**src/hw/fp64Pkg.sv**
```systemverilog
/*
 * Shared types for the double-precision next-value unit: the IEEE-754 format,
 * compare flags, opcodes, FIFO payloads, the register map and AXI responses.
 */
`default_nettype none

package fp64Pkg;

	// ==================================================
	// Double-precision format
	// ==================================================

	// Top bit index of the exponent and fraction fields
	localparam int EMSB = 10;
	localparam int FMSB = 51;

	// Sign, biased exponent and stored fraction, 64 bits in all
	typedef struct packed {
		logic sign;
		logic [EMSB:0] exp;
		logic [FMSB:0] sig;
	} FP64;

	// Exactly one flag is set per comparison
	typedef struct packed {
		logic lt;
		logic eq;
		logic gt;
		logic unordered;
	} FpCmpResult;

	// ==================================================
	// Commands and FIFO payloads
	// ==================================================

	// Code 2'b11 is illegal and is refused by the register slave
	typedef enum logic [1:0] {
		opNextAfter = 2'd0,
		opNextUp    = 2'd1,
		opNextDown  = 2'd2
	} FpOpcode;

	typedef struct packed {
		FpOpcode opcode;
		FP64 a;
		FP64 b;
	} FpRequest;

	typedef struct packed {
		FP64 value;
	} FpResult;

	// ==================================================
	// Register map and bus responses
	// ==================================================

	// Byte addresses of the 32-bit registers
	typedef enum logic [4:0] {
		regALo    = 5'h00,
		regAHi    = 5'h04,
		regBLo    = 5'h08,
		regBHi    = 5'h0C,
		regCmd    = 5'h10,
		regStatus = 5'h14,
		regResLo  = 5'h18,
		regResHi  = 5'h1C
	} FpRegAddr;

	typedef enum logic [1:0] {
		respOkay   = 2'b00,
		respSlvErr = 2'b10
	} AxiResp;

endpackage

`default_nettype wire

```
**src/hw/fpAxiRegSlave.sv**
```systemverilog
/*
 * AXI4-Lite register slave. Holds operands A and B, turns a command write
 * into a request push and serves results, popping on the high-word read.
 */
`timescale 1ns/10ps
`default_nettype none

module fpAxiRegSlave
	import fp64Pkg::*;
(
	input  logic        clk,
	input  logic        rstN,
	// Write address and data, accepted together
	input  logic [4:0]  awaddr,
	input  logic        awvalid,
	output logic        awready,
	input  logic [31:0] wdata,
	input  logic        wvalid,
	output logic        wready,
	output AxiResp      bresp,
	output logic        bvalid,
	input  logic        bready,
	// Read address and data
	input  logic [4:0]  araddr,
	input  logic        arvalid,
	output logic        arready,
	output logic [31:0] rdata,
	output AxiResp      rresp,
	output logic        rvalid,
	input  logic        rready,
	// Request FIFO write side
	output logic        reqPush,
	output FpRequest    reqData,
	input  logic        reqFull,
	// Result FIFO read side
	output logic        resPop,
	input  FpResult     resData,
	input  logic        resEmpty,
	input  logic [2:0]  resCount
);

	typedef enum logic {wrIdle, wrRespond} WrState;
	typedef enum logic {rdIdle, rdRespond} RdState;

	WrState wrState;
	RdState rdState;
	logic wrAccept;
	logic wrHandshake;
	logic rdHandshake;

	FP64 regA;
	FP64 regB;
	FpOpcode cmdOp;
	logic cmdWrite;
	logic [31:0] rdWord;
	AxiResp rdResp;

	// ==================================================
	// Write channel
	// ==================================================

	// One ready register serves both AW and W since they are taken together
	assign awready     = wrAccept;
	assign wready      = wrAccept;
	assign wrHandshake = wrAccept && awvalid && wvalid;
	assign bvalid      = (wrState == wrRespond);

	always_ff @(posedge clk or negedge rstN) begin
		if (!rstN) begin
			wrState  <= wrIdle;
			wrAccept <= 1'b0;
		end else begin
			wrAccept <= 1'b0;
			unique case (wrState)
				wrIdle: begin
					if (wrHandshake) begin
						wrState <= wrRespond;
					end else if (awvalid && wvalid) begin
						wrAccept <= 1'b1;
					end
				end
				wrRespond: begin
					if (bready) begin
						wrState <= wrIdle;
					end
				end
			endcase
		end
	end

	// A command takes its opcode from the low bits and the current operands
	assign cmdOp    = FpOpcode'(wdata[1:0]);
	assign cmdWrite = wrHandshake && (FpRegAddr'(awaddr) == regCmd);
	assign reqPush  = cmdWrite && !reqFull &&
		(cmdOp inside {opNextAfter, opNextUp, opNextDown});
	assign reqData  = '{opcode: cmdOp, a: regA, b: regB};

	// Operand registers and the B response
	always_ff @(posedge clk) begin
		if (wrHandshake) begin
			case (FpRegAddr'(awaddr))
				regALo: regA[31:0]  <= wdata;
				regAHi: regA[63:32] <= wdata;
				regBLo: regB[31:0]  <= wdata;
				regBHi: regB[63:32] <= wdata;
				default: ;
			endcase
			// A refused command is either full or illegal
			bresp <= (cmdWrite && !reqPush) ? respSlvErr : respOkay;
		end
		if (rdHandshake) begin
			rdata <= rdWord;
			rresp <= rdResp;
		end
	end

	// ==================================================
	// Read channel
	// ==================================================

	assign rdHandshake = arready && arvalid;
	assign rvalid      = (rdState == rdRespond);

	always_ff @(posedge clk or negedge rstN) begin
		if (!rstN) begin
			rdState <= rdIdle;
			arready <= 1'b0;
		end else begin
			arready <= 1'b0;
			unique case (rdState)
				rdIdle: begin
					if (rdHandshake) begin
						rdState <= rdRespond;
					end else if (arvalid) begin
						arready <= 1'b1;
					end
				end
				rdRespond: begin
					if (rready) begin
						rdState <= rdIdle;
					end
				end
			endcase
		end
	end

	// Register decode for the read data
	always_comb begin
		rdWord = '0;
		rdResp = respOkay;
		case (FpRegAddr'(araddr))
			regALo:    rdWord = regA[31:0];
			regAHi:    rdWord = regA[63:32];
			regBLo:    rdWord = regB[31:0];
			regBHi:    rdWord = regB[63:32];
			regStatus: rdWord = {21'd0, resCount, 6'd0, reqFull, !resEmpty};
			regResLo: begin
				if (resEmpty) rdResp = respSlvErr;
				else rdWord = resData.value[31:0];
			end
			regResHi: begin
				if (resEmpty) rdResp = respSlvErr;
				else rdWord = resData.value[63:32];
			end
			default: ;
		endcase
	end

	// Only the high word consumes the result
	assign resPop = rdHandshake && (FpRegAddr'(araddr) == regResHi) && !resEmpty;

endmodule

`default_nettype wire

```
**src/hw/fpClassify64.sv**
```systemverilog
/*
 * Combinational decode of one double into NaN, zero and infinity flags.
 * Used by the comparator and the nextafter datapath.
 */
`timescale 1ns/10ps
`default_nettype none

module fpClassify64
	import fp64Pkg::*;
(
	input  FP64  value,
	output logic isNan,
	output logic isZero,
	output logic isInf
);

	// Field summaries shared by all three flags
	logic expAllOnes;
	logic expZero;
	logic fracZero;

	assign expAllOnes = &value.exp;
	assign expZero    = ~|value.exp;
	assign fracZero   = ~|value.sig;

	// A NaN has the top exponent and a nonzero fraction
	// Quiet and signalling NaNs are not told apart here
	assign isNan = expAllOnes && !fracZero;

	// Infinity has the top exponent with an empty fraction
	assign isInf = expAllOnes && fracZero;

	// Both zeros count, the sign is ignored
	assign isZero = expZero && fracZero;

endmodule

`default_nettype wire

```
**src/hw/fpCompare64.sv**
```systemverilog
/*
 * Orders two doubles into less, equal, greater or unordered.
 * Positive and negative zero compare equal, any NaN gives unordered.
 */
`timescale 1ns/10ps
`default_nettype none

module fpCompare64
	import fp64Pkg::*;
(
	input  FP64        a,
	input  FP64        b,
	output FpCmpResult cmp
);

	logic aNan;
	logic bNan;
	logic aZero;
	logic bZero;

	// Magnitude is the exponent and fraction taken as one unsigned number
	logic [EMSB+FMSB+1:0] magA;
	logic [EMSB+FMSB+1:0] magB;

	fpClassify64 i_classA (.value(a), .isNan(aNan), .isZero(aZero), .isInf());
	fpClassify64 i_classB (.value(b), .isNan(bNan), .isZero(bZero), .isInf());

	assign magA = {a.exp, a.sig};
	assign magB = {b.exp, b.sig};

	always_comb begin
		cmp = '0;
		if (aNan || bNan) begin
			cmp.unordered = 1'b1;
		end else if ((aZero && bZero) || (a == b)) begin
			cmp.eq = 1'b1;
		end else if (a.sign != b.sign) begin
			// Signs differ and not both zero, so the negative one is smaller
			cmp.lt = a.sign;
			cmp.gt = !a.sign;
		end else if (!a.sign) begin
			cmp.lt = magA < magB;
			cmp.gt = magA > magB;
		end else begin
			// Both negative, so a larger magnitude means a smaller value
			cmp.lt = magA > magB;
			cmp.gt = magA < magB;
		end
	end

endmodule

`default_nettype wire

```
**src/hw/fpNextAfter64.sv**
```systemverilog
/*
 * Registered nextafter(a, b) for doubles. The result is taken on a clock edge
 * with ce high and holds otherwise, so it is valid the cycle after ce.
 */
`timescale 1ns/10ps
`default_nettype none

module fpNextAfter64
	import fp64Pkg::*;
(
	input  logic clk,
	input  logic rstN,
	input  logic ce,
	input  FP64  a,
	input  FP64  b,
	output FP64  result
);

	FpCmpResult cmp;
	logic aNan;
	logic aZero;
	logic bNan;

	// Neighbours of a as raw bit patterns
	FP64 aPlus1;
	FP64 aMinus1;
	FP64 nextVal;
	logic awayFromZero;

	fpCompare64 i_compare (.a(a), .b(b), .cmp(cmp));
	fpClassify64 i_classA (.value(a), .isNan(aNan), .isZero(aZero), .isInf());
	fpClassify64 i_classB (.value(b), .isNan(bNan), .isZero(), .isInf());

	// Stepping the pattern walks the format in order of magnitude
	// Largest finite plus one lands on infinity, infinity minus one on largest finite
	assign aPlus1  = FP64'(a + 64'd1);
	assign aMinus1 = FP64'(a - 64'd1);

	// Target lies further from zero than a, on the same side
	assign awayFromZero = (cmp.lt && !a.sign) || (cmp.gt && a.sign);

	always_comb begin
		if (cmp.unordered) begin
			// A NaN is passed through, a's own NaN wins over b's
			nextVal = (bNan && !aNan) ? b : a;
		end else if (cmp.eq) begin
			nextVal = a;
		end else if (aZero) begin
			// Smallest subnormal on the side of b
			nextVal = '{sign: b.sign, exp: '0, sig: {{FMSB{1'b0}}, 1'b1}};
		end else if (awayFromZero) begin
			nextVal = aPlus1;
		end else begin
			nextVal = aMinus1;
		end
	end

	always_ff @(posedge clk or negedge rstN) begin
		if (!rstN) begin
			result <= '0;
		end else if (ce) begin
			result <= nextVal;
		end
	end

endmodule

`default_nettype wire

```
**src/hw/fpNextAfterUnit.sv**
```systemverilog
/*
 * Top level of the next-representable-value unit. The AXI4-Lite slave feeds
 * the request FIFO, the engine drains it into the result FIFO.
 */
`timescale 1ns/10ps
`default_nettype none

module fpNextAfterUnit
	import fp64Pkg::*;
#(
	parameter int REQ_DEPTH = 4,
	parameter int RES_DEPTH = 4
) (
	input  logic        clk,
	input  logic        rstN,
	input  logic [4:0]  awaddr,
	input  logic        awvalid,
	output logic        awready,
	input  logic [31:0] wdata,
	input  logic        wvalid,
	output logic        wready,
	output AxiResp      bresp,
	output logic        bvalid,
	input  logic        bready,
	input  logic [4:0]  araddr,
	input  logic        arvalid,
	output logic        arready,
	output logic [31:0] rdata,
	output AxiResp      rresp,
	output logic        rvalid,
	input  logic        rready
);

	// Request path, slave to engine
	logic reqPush;
	logic reqPop;
	logic reqEmpty;
	logic reqFull;
	FpRequest reqPushData;
	FpRequest reqPopData;
	logic [$clog2(REQ_DEPTH+1)-1:0] reqCount;

	// Result path, engine to slave
	logic resPush;
	logic resPop;
	logic resEmpty;
	FpResult resPushData;
	FpResult resPopData;
	logic [$clog2(RES_DEPTH+1)-1:0] resCount;

	fpAxiRegSlave i_fpAxiRegSlave (
		.clk(clk), .rstN(rstN),
		.awaddr(awaddr), .awvalid(awvalid), .awready(awready),
		.wdata(wdata), .wvalid(wvalid), .wready(wready),
		.bresp(bresp), .bvalid(bvalid), .bready(bready),
		.araddr(araddr), .arvalid(arvalid), .arready(arready),
		.rdata(rdata), .rresp(rresp), .rvalid(rvalid), .rready(rready),
		.reqPush(reqPush), .reqData(reqPushData), .reqFull(reqFull),
		.resPop(resPop), .resData(resPopData), .resEmpty(resEmpty), .resCount(resCount)
	);

	fpSyncFifo #(.DEPTH(REQ_DEPTH), .T(FpRequest)) i_reqFifo (
		.clk(clk), .rstN(rstN),
		.push(reqPush), .pushData(reqPushData), .pop(reqPop), .popData(reqPopData),
		.empty(reqEmpty), .full(reqFull), .count(reqCount)
	);

	// Full is not needed here since the engine works from the count
	fpSyncFifo #(.DEPTH(RES_DEPTH), .T(FpResult)) i_resFifo (
		.clk(clk), .rstN(rstN),
		.push(resPush), .pushData(resPushData), .pop(resPop), .popData(resPopData),
		.empty(resEmpty), .full(), .count(resCount)
	);

	fpNextEngine #(.RES_DEPTH(RES_DEPTH)) i_fpNextEngine (
		.clk(clk), .rstN(rstN),
		.reqData(reqPopData), .reqEmpty(reqEmpty), .resCount(resCount),
		.reqPop(reqPop), .resPush(resPush), .resData(resPushData)
	);

endmodule

`default_nettype wire

```
**src/hw/fpNextEngine.sv**
```systemverilog
/*
 * Execution engine. Pops one request per cycle when the result FIFO has a
 * free slot, runs the datapath and pushes its result on the next cycle.
 */
`timescale 1ns/10ps
`default_nettype none

module fpNextEngine
	import fp64Pkg::*;
#(
	parameter int RES_DEPTH = 4
) (
	input  logic     clk,
	input  logic     rstN,
	input  FpRequest reqData,
	input  logic     reqEmpty,
	input  logic [$clog2(RES_DEPTH+1)-1:0] resCount,
	output logic     reqPop,
	output logic     resPush,
	output FpResult  resData
);

	logic issue;
	logic inFlight;
	FP64 target;
	FP64 nextVal;

	// Credit check counts the result still in the datapath register
	assign issue  = !reqEmpty && ((int'(resCount) + int'(inFlight)) < RES_DEPTH);
	assign reqPop = issue;

	// nextUp and nextDown are nextafter toward the matching infinity
	always_comb begin
		unique case (reqData.opcode)
			opNextUp:   target = '{sign: 1'b0, exp: '1, sig: '0};
			opNextDown: target = '{sign: 1'b1, exp: '1, sig: '0};
			default:    target = reqData.b;
		endcase
	end

	fpNextAfter64 i_nextAfter (
		.clk(clk),
		.rstN(rstN),
		.ce(issue),
		.a(reqData.a),
		.b(target),
		.result(nextVal)
	);

	// The flag follows the datapath register by exactly one cycle
	always_ff @(posedge clk or negedge rstN) begin
		if (!rstN) begin
			inFlight <= 1'b0;
		end else begin
			inFlight <= issue;
		end
	end

	assign resPush       = inFlight;
	assign resData.value = nextVal;

endmodule

`default_nettype wire

```
**src/hw/fpSyncFifo.sv**
```systemverilog
/*
 * Synchronous FIFO of any packed type with an occupancy count.
 * The head is shown on popData without a pop; push and pop may share a cycle.
 */
`timescale 1ns/10ps
`default_nettype none

module fpSyncFifo #(
	parameter int DEPTH = 4,
	parameter type T = logic
) (
	input  logic clk,
	input  logic rstN,
	input  logic push,
	input  T     pushData,
	input  logic pop,
	output T     popData,
	output logic empty,
	output logic full,
	output logic [$clog2(DEPTH+1)-1:0] count
);

	// Keep one pointer bit even for a single-entry FIFO
	localparam int PTR_W = (DEPTH > 1) ? $clog2(DEPTH) : 1;

	T mem [DEPTH];
	logic [PTR_W-1:0] wrPtr;
	logic [PTR_W-1:0] rdPtr;

	// The storage array is written only at the write pointer
	always_ff @(posedge clk) begin
		if (push) begin
			mem[wrPtr] <= pushData;
		end
	end

	always_ff @(posedge clk or negedge rstN) begin
		if (!rstN) begin
			wrPtr <= '0;
			rdPtr <= '0;
			count <= '0;
		end else begin
			if (push) begin
				wrPtr <= (wrPtr == PTR_W'(DEPTH - 1)) ? '0 : wrPtr + 1'b1;
			end
			if (pop) begin
				rdPtr <= (rdPtr == PTR_W'(DEPTH - 1)) ? '0 : rdPtr + 1'b1;
			end
			// A simultaneous push and pop leaves the count alone
			if (push && !pop) begin
				count <= count + 1'b1;
			end else if (pop && !push) begin
				count <= count - 1'b1;
			end
		end
	end

	assign popData = mem[rdPtr];
	assign empty   = (count == '0);
	assign full    = (count == ($clog2(DEPTH+1))'(DEPTH));

endmodule

`default_nettype wire

```
**config.mk**
```make
export PLATFORM = sky130hd
export DESIGN_NAME = fpNextAfterUnit
export DESIGN_NICKNAME = d
export VERILOG_FILES = /design/src/hw/fp64Pkg.sv /design/src/hw/fpAxiRegSlave.sv /design/src/hw/fpClassify64.sv /design/src/hw/fpCompare64.sv /design/src/hw/fpNextAfter64.sv /design/src/hw/fpNextAfterUnit.sv /design/src/hw/fpNextEngine.sv /design/src/hw/fpSyncFifo.sv
export SDC_FILE = /design/constraint.sdc
export NUM_CORES = 1
export LEC_CHECK = 0
export BUFFER_PORTS_ARGS = -buffer_cell sky130_fd_sc_hd__buf_2
export CAP_MARGIN = 20
export CORE_MARGIN = 2
export CORE_UTILIZATION = 45
export DETAILED_ROUTE_END_ITERATION = 7
export GPL_TIMING_DRIVEN = 0
export SETUP_SLACK_MARGIN = 0.05
export SLEW_MARGIN = 20
export SYNTH_ARGS = -nofsm -noshare
export SYNTH_HDL_FRONTEND = slang
export SYNTH_SLANG_ARGS = --single-unit
```
**constraint.sdc**
```tcl
create_clock -name clk -period 12.3 [get_ports clk]
set_input_delay 0.615 -clock clk [delete_from_list [all_inputs] [get_ports clk]]
set_output_delay 0.615 -clock clk [all_outputs]
set_load 0.1 [all_outputs]
```
==> run_results.csv <==
group,metric,value,unit
setup_path,cpMaxStageDelayCell,"ha_1",
layout,final_area,51200,µm²
layout,area_growth,14.2,%
place,io_buffers,86,
sta,maxSlewHeadroom,0.208,
clocking,clock_path_buffers,3,
floorplanning,core_area,98600,µm²
grt,grt_pass1_vias,27100,
setup_path,reg2reg_slack,0.58,ns
flow_run,maxCapViolCount,0,
setup_path,worstPathMaxFanout,38,
floorplanning,io_pins,90,
place,pre_cts_slack,-0.163,ns
place,dp_cells,4150,
setup_path,worst_ep_arrival_time,12.31,ns
grt,antenna_found_initial,7,
sta,drv_slew,0,
clocking,htreeDepth,3,
status,outcome,"completed",
sta,fin_hold_ws,0.103,ns
synth,ys_seq_area_frac,0.674,
clocking,insertion_delay,0.70,ns
layout,antenna-diode-count,0,
synth,synth_warnings,0,
floorplanning,die_h,320,µm
setup_path,criticalPathCategory,"register to register",
setup_path,reg2reg_to,"i_fpNextEngine.i_nextAfter.result[56]$_DFFE_PN0P_",
setup_path,rr_worst_depth,33,
layout,nets,3161,
place,routabilityCongestion,0.966,
sta,rsz0062_at_grt,"false",
clocking,path_clk_slew,0.06,ns
layout,final-instance-count-excl-fill,4346,
sta,period_minus_slack,11.72,ns
setup_path,r2r_start,"i_reqFifo.rdPtr[0]$_DFFE_PN0P_",
grt,grt_use_total,0.285,
synth,ys.flop_type,"edfxtp_1",
setup_path,path_buf_inv,11,
clocking,cts_made_buffers,103,
clocking,cts_root_buf,"clkbuf_16",
clocking,cts_tree,"yes",
drt,via_per_inst,6.26,
grt,grt_pass1_wl,204000,µm
setup_path,crit_family,"buffers and inverters",
floorplanning,rows,115,
floorplanning,die_w,320,µm
sta,clock.fmax,85.3,MHz
synth,synthTopCellsByArea,"edfxtp_1 (63%), mux4_2 (11%), dfrtp_1 (4.6%), ha_1 (3.9%), nand2_1 (2.0%)",
drt,wl_per_cell,33.2,µm
grt,grt.overflow.total,0,
clocking,numClockSinks,1021,
floorplanning,start_util,0.455,
drt,drt-total-wl,144000,µm
drt,drtIter0Drc,3383,
grt,grt_max_degree,68,
setup_path,endpoint,"i_fpNextEngine.i_nextAfter.result[56]$_DFFE_PN0P_",
synth,synth_area_leader_cell,"edfxtp_1",
setup_path,critPathCaptureType,"register",
clocking,cts_setup_buffers,0,
sta,period_share,0.953,
synth,synth_cells,2750,
worst_hold_path,hold_path.class,"primary input to register",
setup_path,startpoint,"i_reqFifo.rdPtr[0]$_DFFE_PN0P_",
place,hpwl,106000,µm
setup_path,crit_path_max_incr_delay,0.60,ns
synth,synth_most_common_cell,"edfxtp_1",
worst_hold_path,hold_depth,2,
drt,vias,27200,
layout,drive_gt1_frac,0.194,
synth,synth_top_cells_by_count,"edfxtp_1 (938), nand2_1 (238), mux4_2 (226)",
place,place_area,47600,µm²
sta,timing.final.ws_setup,0.576,ns
worst_hold_path,hp-start,"bready",
setup_path,start_kind,"register",
drt,drc,0,
setup_path,crit_required,12.89,ns
synth,yosys.cell_types.count,77,
sta,hold_viol,0,
sta,skew,0.0302,ns
sta,worst_slew_pin_slew,1.18,ns
synth,ys_ff_latch,1021,
sta,setup_viol,0,
synth,yosysTopAreaCellShare,0.628,
floorplanning,die_area,102000,µm²
setup_path,cp_num_cells,33,
synth,synth_edf_count,938,
synth,syn_area_per_cell,16.3,µm²
synth,async_flop_share,0.0813,
drt,dr.pass1.iters,8,
drt,final_antenna_net_count,0,
synth,synth_area,44800,µm²
==> routing by layer <==
layer  global-route usage  part of all wire  routed length (µm)
met5                    0          0.000090                  13
met4               0.0758             0.027                3940
met3               0.0469             0.068                9860
met2                0.461              0.48               69300
met1                0.403              0.42               61300
==> flip-flops by register name (all words and copies together) (netlist names) <==
signal                             cells
i_fpNextEngine.i_nextAfter.result     64
i_fpAxiRegSlave.rresp                  1
i_reqFifo.mem                        520
i_resFifo.count                        3
i_fpAxiRegSlave.awready                1
i_fpNextEngine.resPush                 1
i_resFifo.wrPtr                        2
i_reqFifo.wrPtr                        2
i_fpAxiRegSlave.rvalid                 1
i_fpAxiRegSlave.bresp                  1
i_reqFifo.rdPtr                        2
i_fpAxiRegSlave.arready                1
i_resFifo.mem                        256
i_fpAxiRegSlave.bvalid                 1
i_resFifo.rdPtr                        2
i_fpAxiRegSlave.rdata                 32
i_fpAxiRegSlave.reqData              128
i_reqFifo.count                        3
==> area by class of cell <==
type	instances	area (µm²)
flip-flops and latches	1021	30200
well taps	1287	1610
fillers	7948	47400
repair buffers	114	1100
multi-input cells	1557	13900
inverters	41	156
clock inverters	68	777
plain buffers	131	626
clock buffers	127	2760
==> stage by stage <==
stage,utilization,TNS (ns)
detailed placement,0.483,-0.407
floorplan,-,0
global placement,0.476,-40.31
global route,0.519,0
finish,0.519,0
CTS,0.519,0
==> worst min-delay path by stage <==
| stage | endpoint | slack [ns] |
|---|---|---|
| 6_report | i_fpAxiRegSlave.bvalid$_DFF_PN0_ | 0.10 |
| 5_1_grt | i_fpAxiRegSlave.rvalid$_DFF_PN0_ | 0.08 |
| 4_1_cts | i_fpAxiRegSlave.bvalid$_DFF_PN0_ | 0.06 |
| 3_5_place_dp | i_fpAxiRegSlave.arready$_DFF_PN0_ | 0.46 |
| 3_3_place_gp | i_fpAxiRegSlave.arready$_DFF_PN0_ | 0.44 |
| 2_1_floorplan | i_fpAxiRegSlave.arready$_DFF_PN0_ | 0.32 |
==> worst reg2reg max path, delay by kind of cell, from the launching register on <==
kind            cells  cell delay (ns)
buf+inv            11             3.59
compound gates      9             3.32
simple gates        9             2.46
fa+ha+maj           3             1.27
mux                 1             0.58
flops               1             0.44
==> logic make-up after synthesis <==
kind of cell | count (synthesis) | synth area share
and+or+nand+nor | 576 | 0.0603
xor gates and xnor gates | 56 | 0.0109
DFF | 1021 | 0.674
buffers and inverters | 173 | 0.0169
adders and majority gates | 143 | 0.0404
AOI/OAI and AO/OA | 513 | 0.0740
muxes | 267 | 0.123
other | 1 | 0.0000836
==> what timing repair did <==
action | in CTS | in global routing
hold buffers | 1 | 0
setup endpoints to repair | 9 | 17
gates resized for setup | 3 | 13
cloned | 0 | 0
hold endpoints to repair | 16 | 0
==> placed cells by master (no fill, tap or decap), types with 25 or more instances in the layout <==
master and n:
dfrtp_1 83, o21ai_1 25, nand4_1 39, xnor2_1 36, buf_2 113, nor3_1 30, a21oi_1 120, ha_1 140
nand2_1 238, nand3_1 35, nor2_1 105, edfxtp_1 938, a21o_1 52, mux2i_1 34, a22oi_1 34, o21ai_0 98
mux4_2 226, nor4_1 41, a31oi_1 30, inv_1 38, clkbuf_16 104, clkbuf_1 80
Power is not shown: default switching activity piles up to over one toggle a cycle in this logic, so the estimate is an artifact.
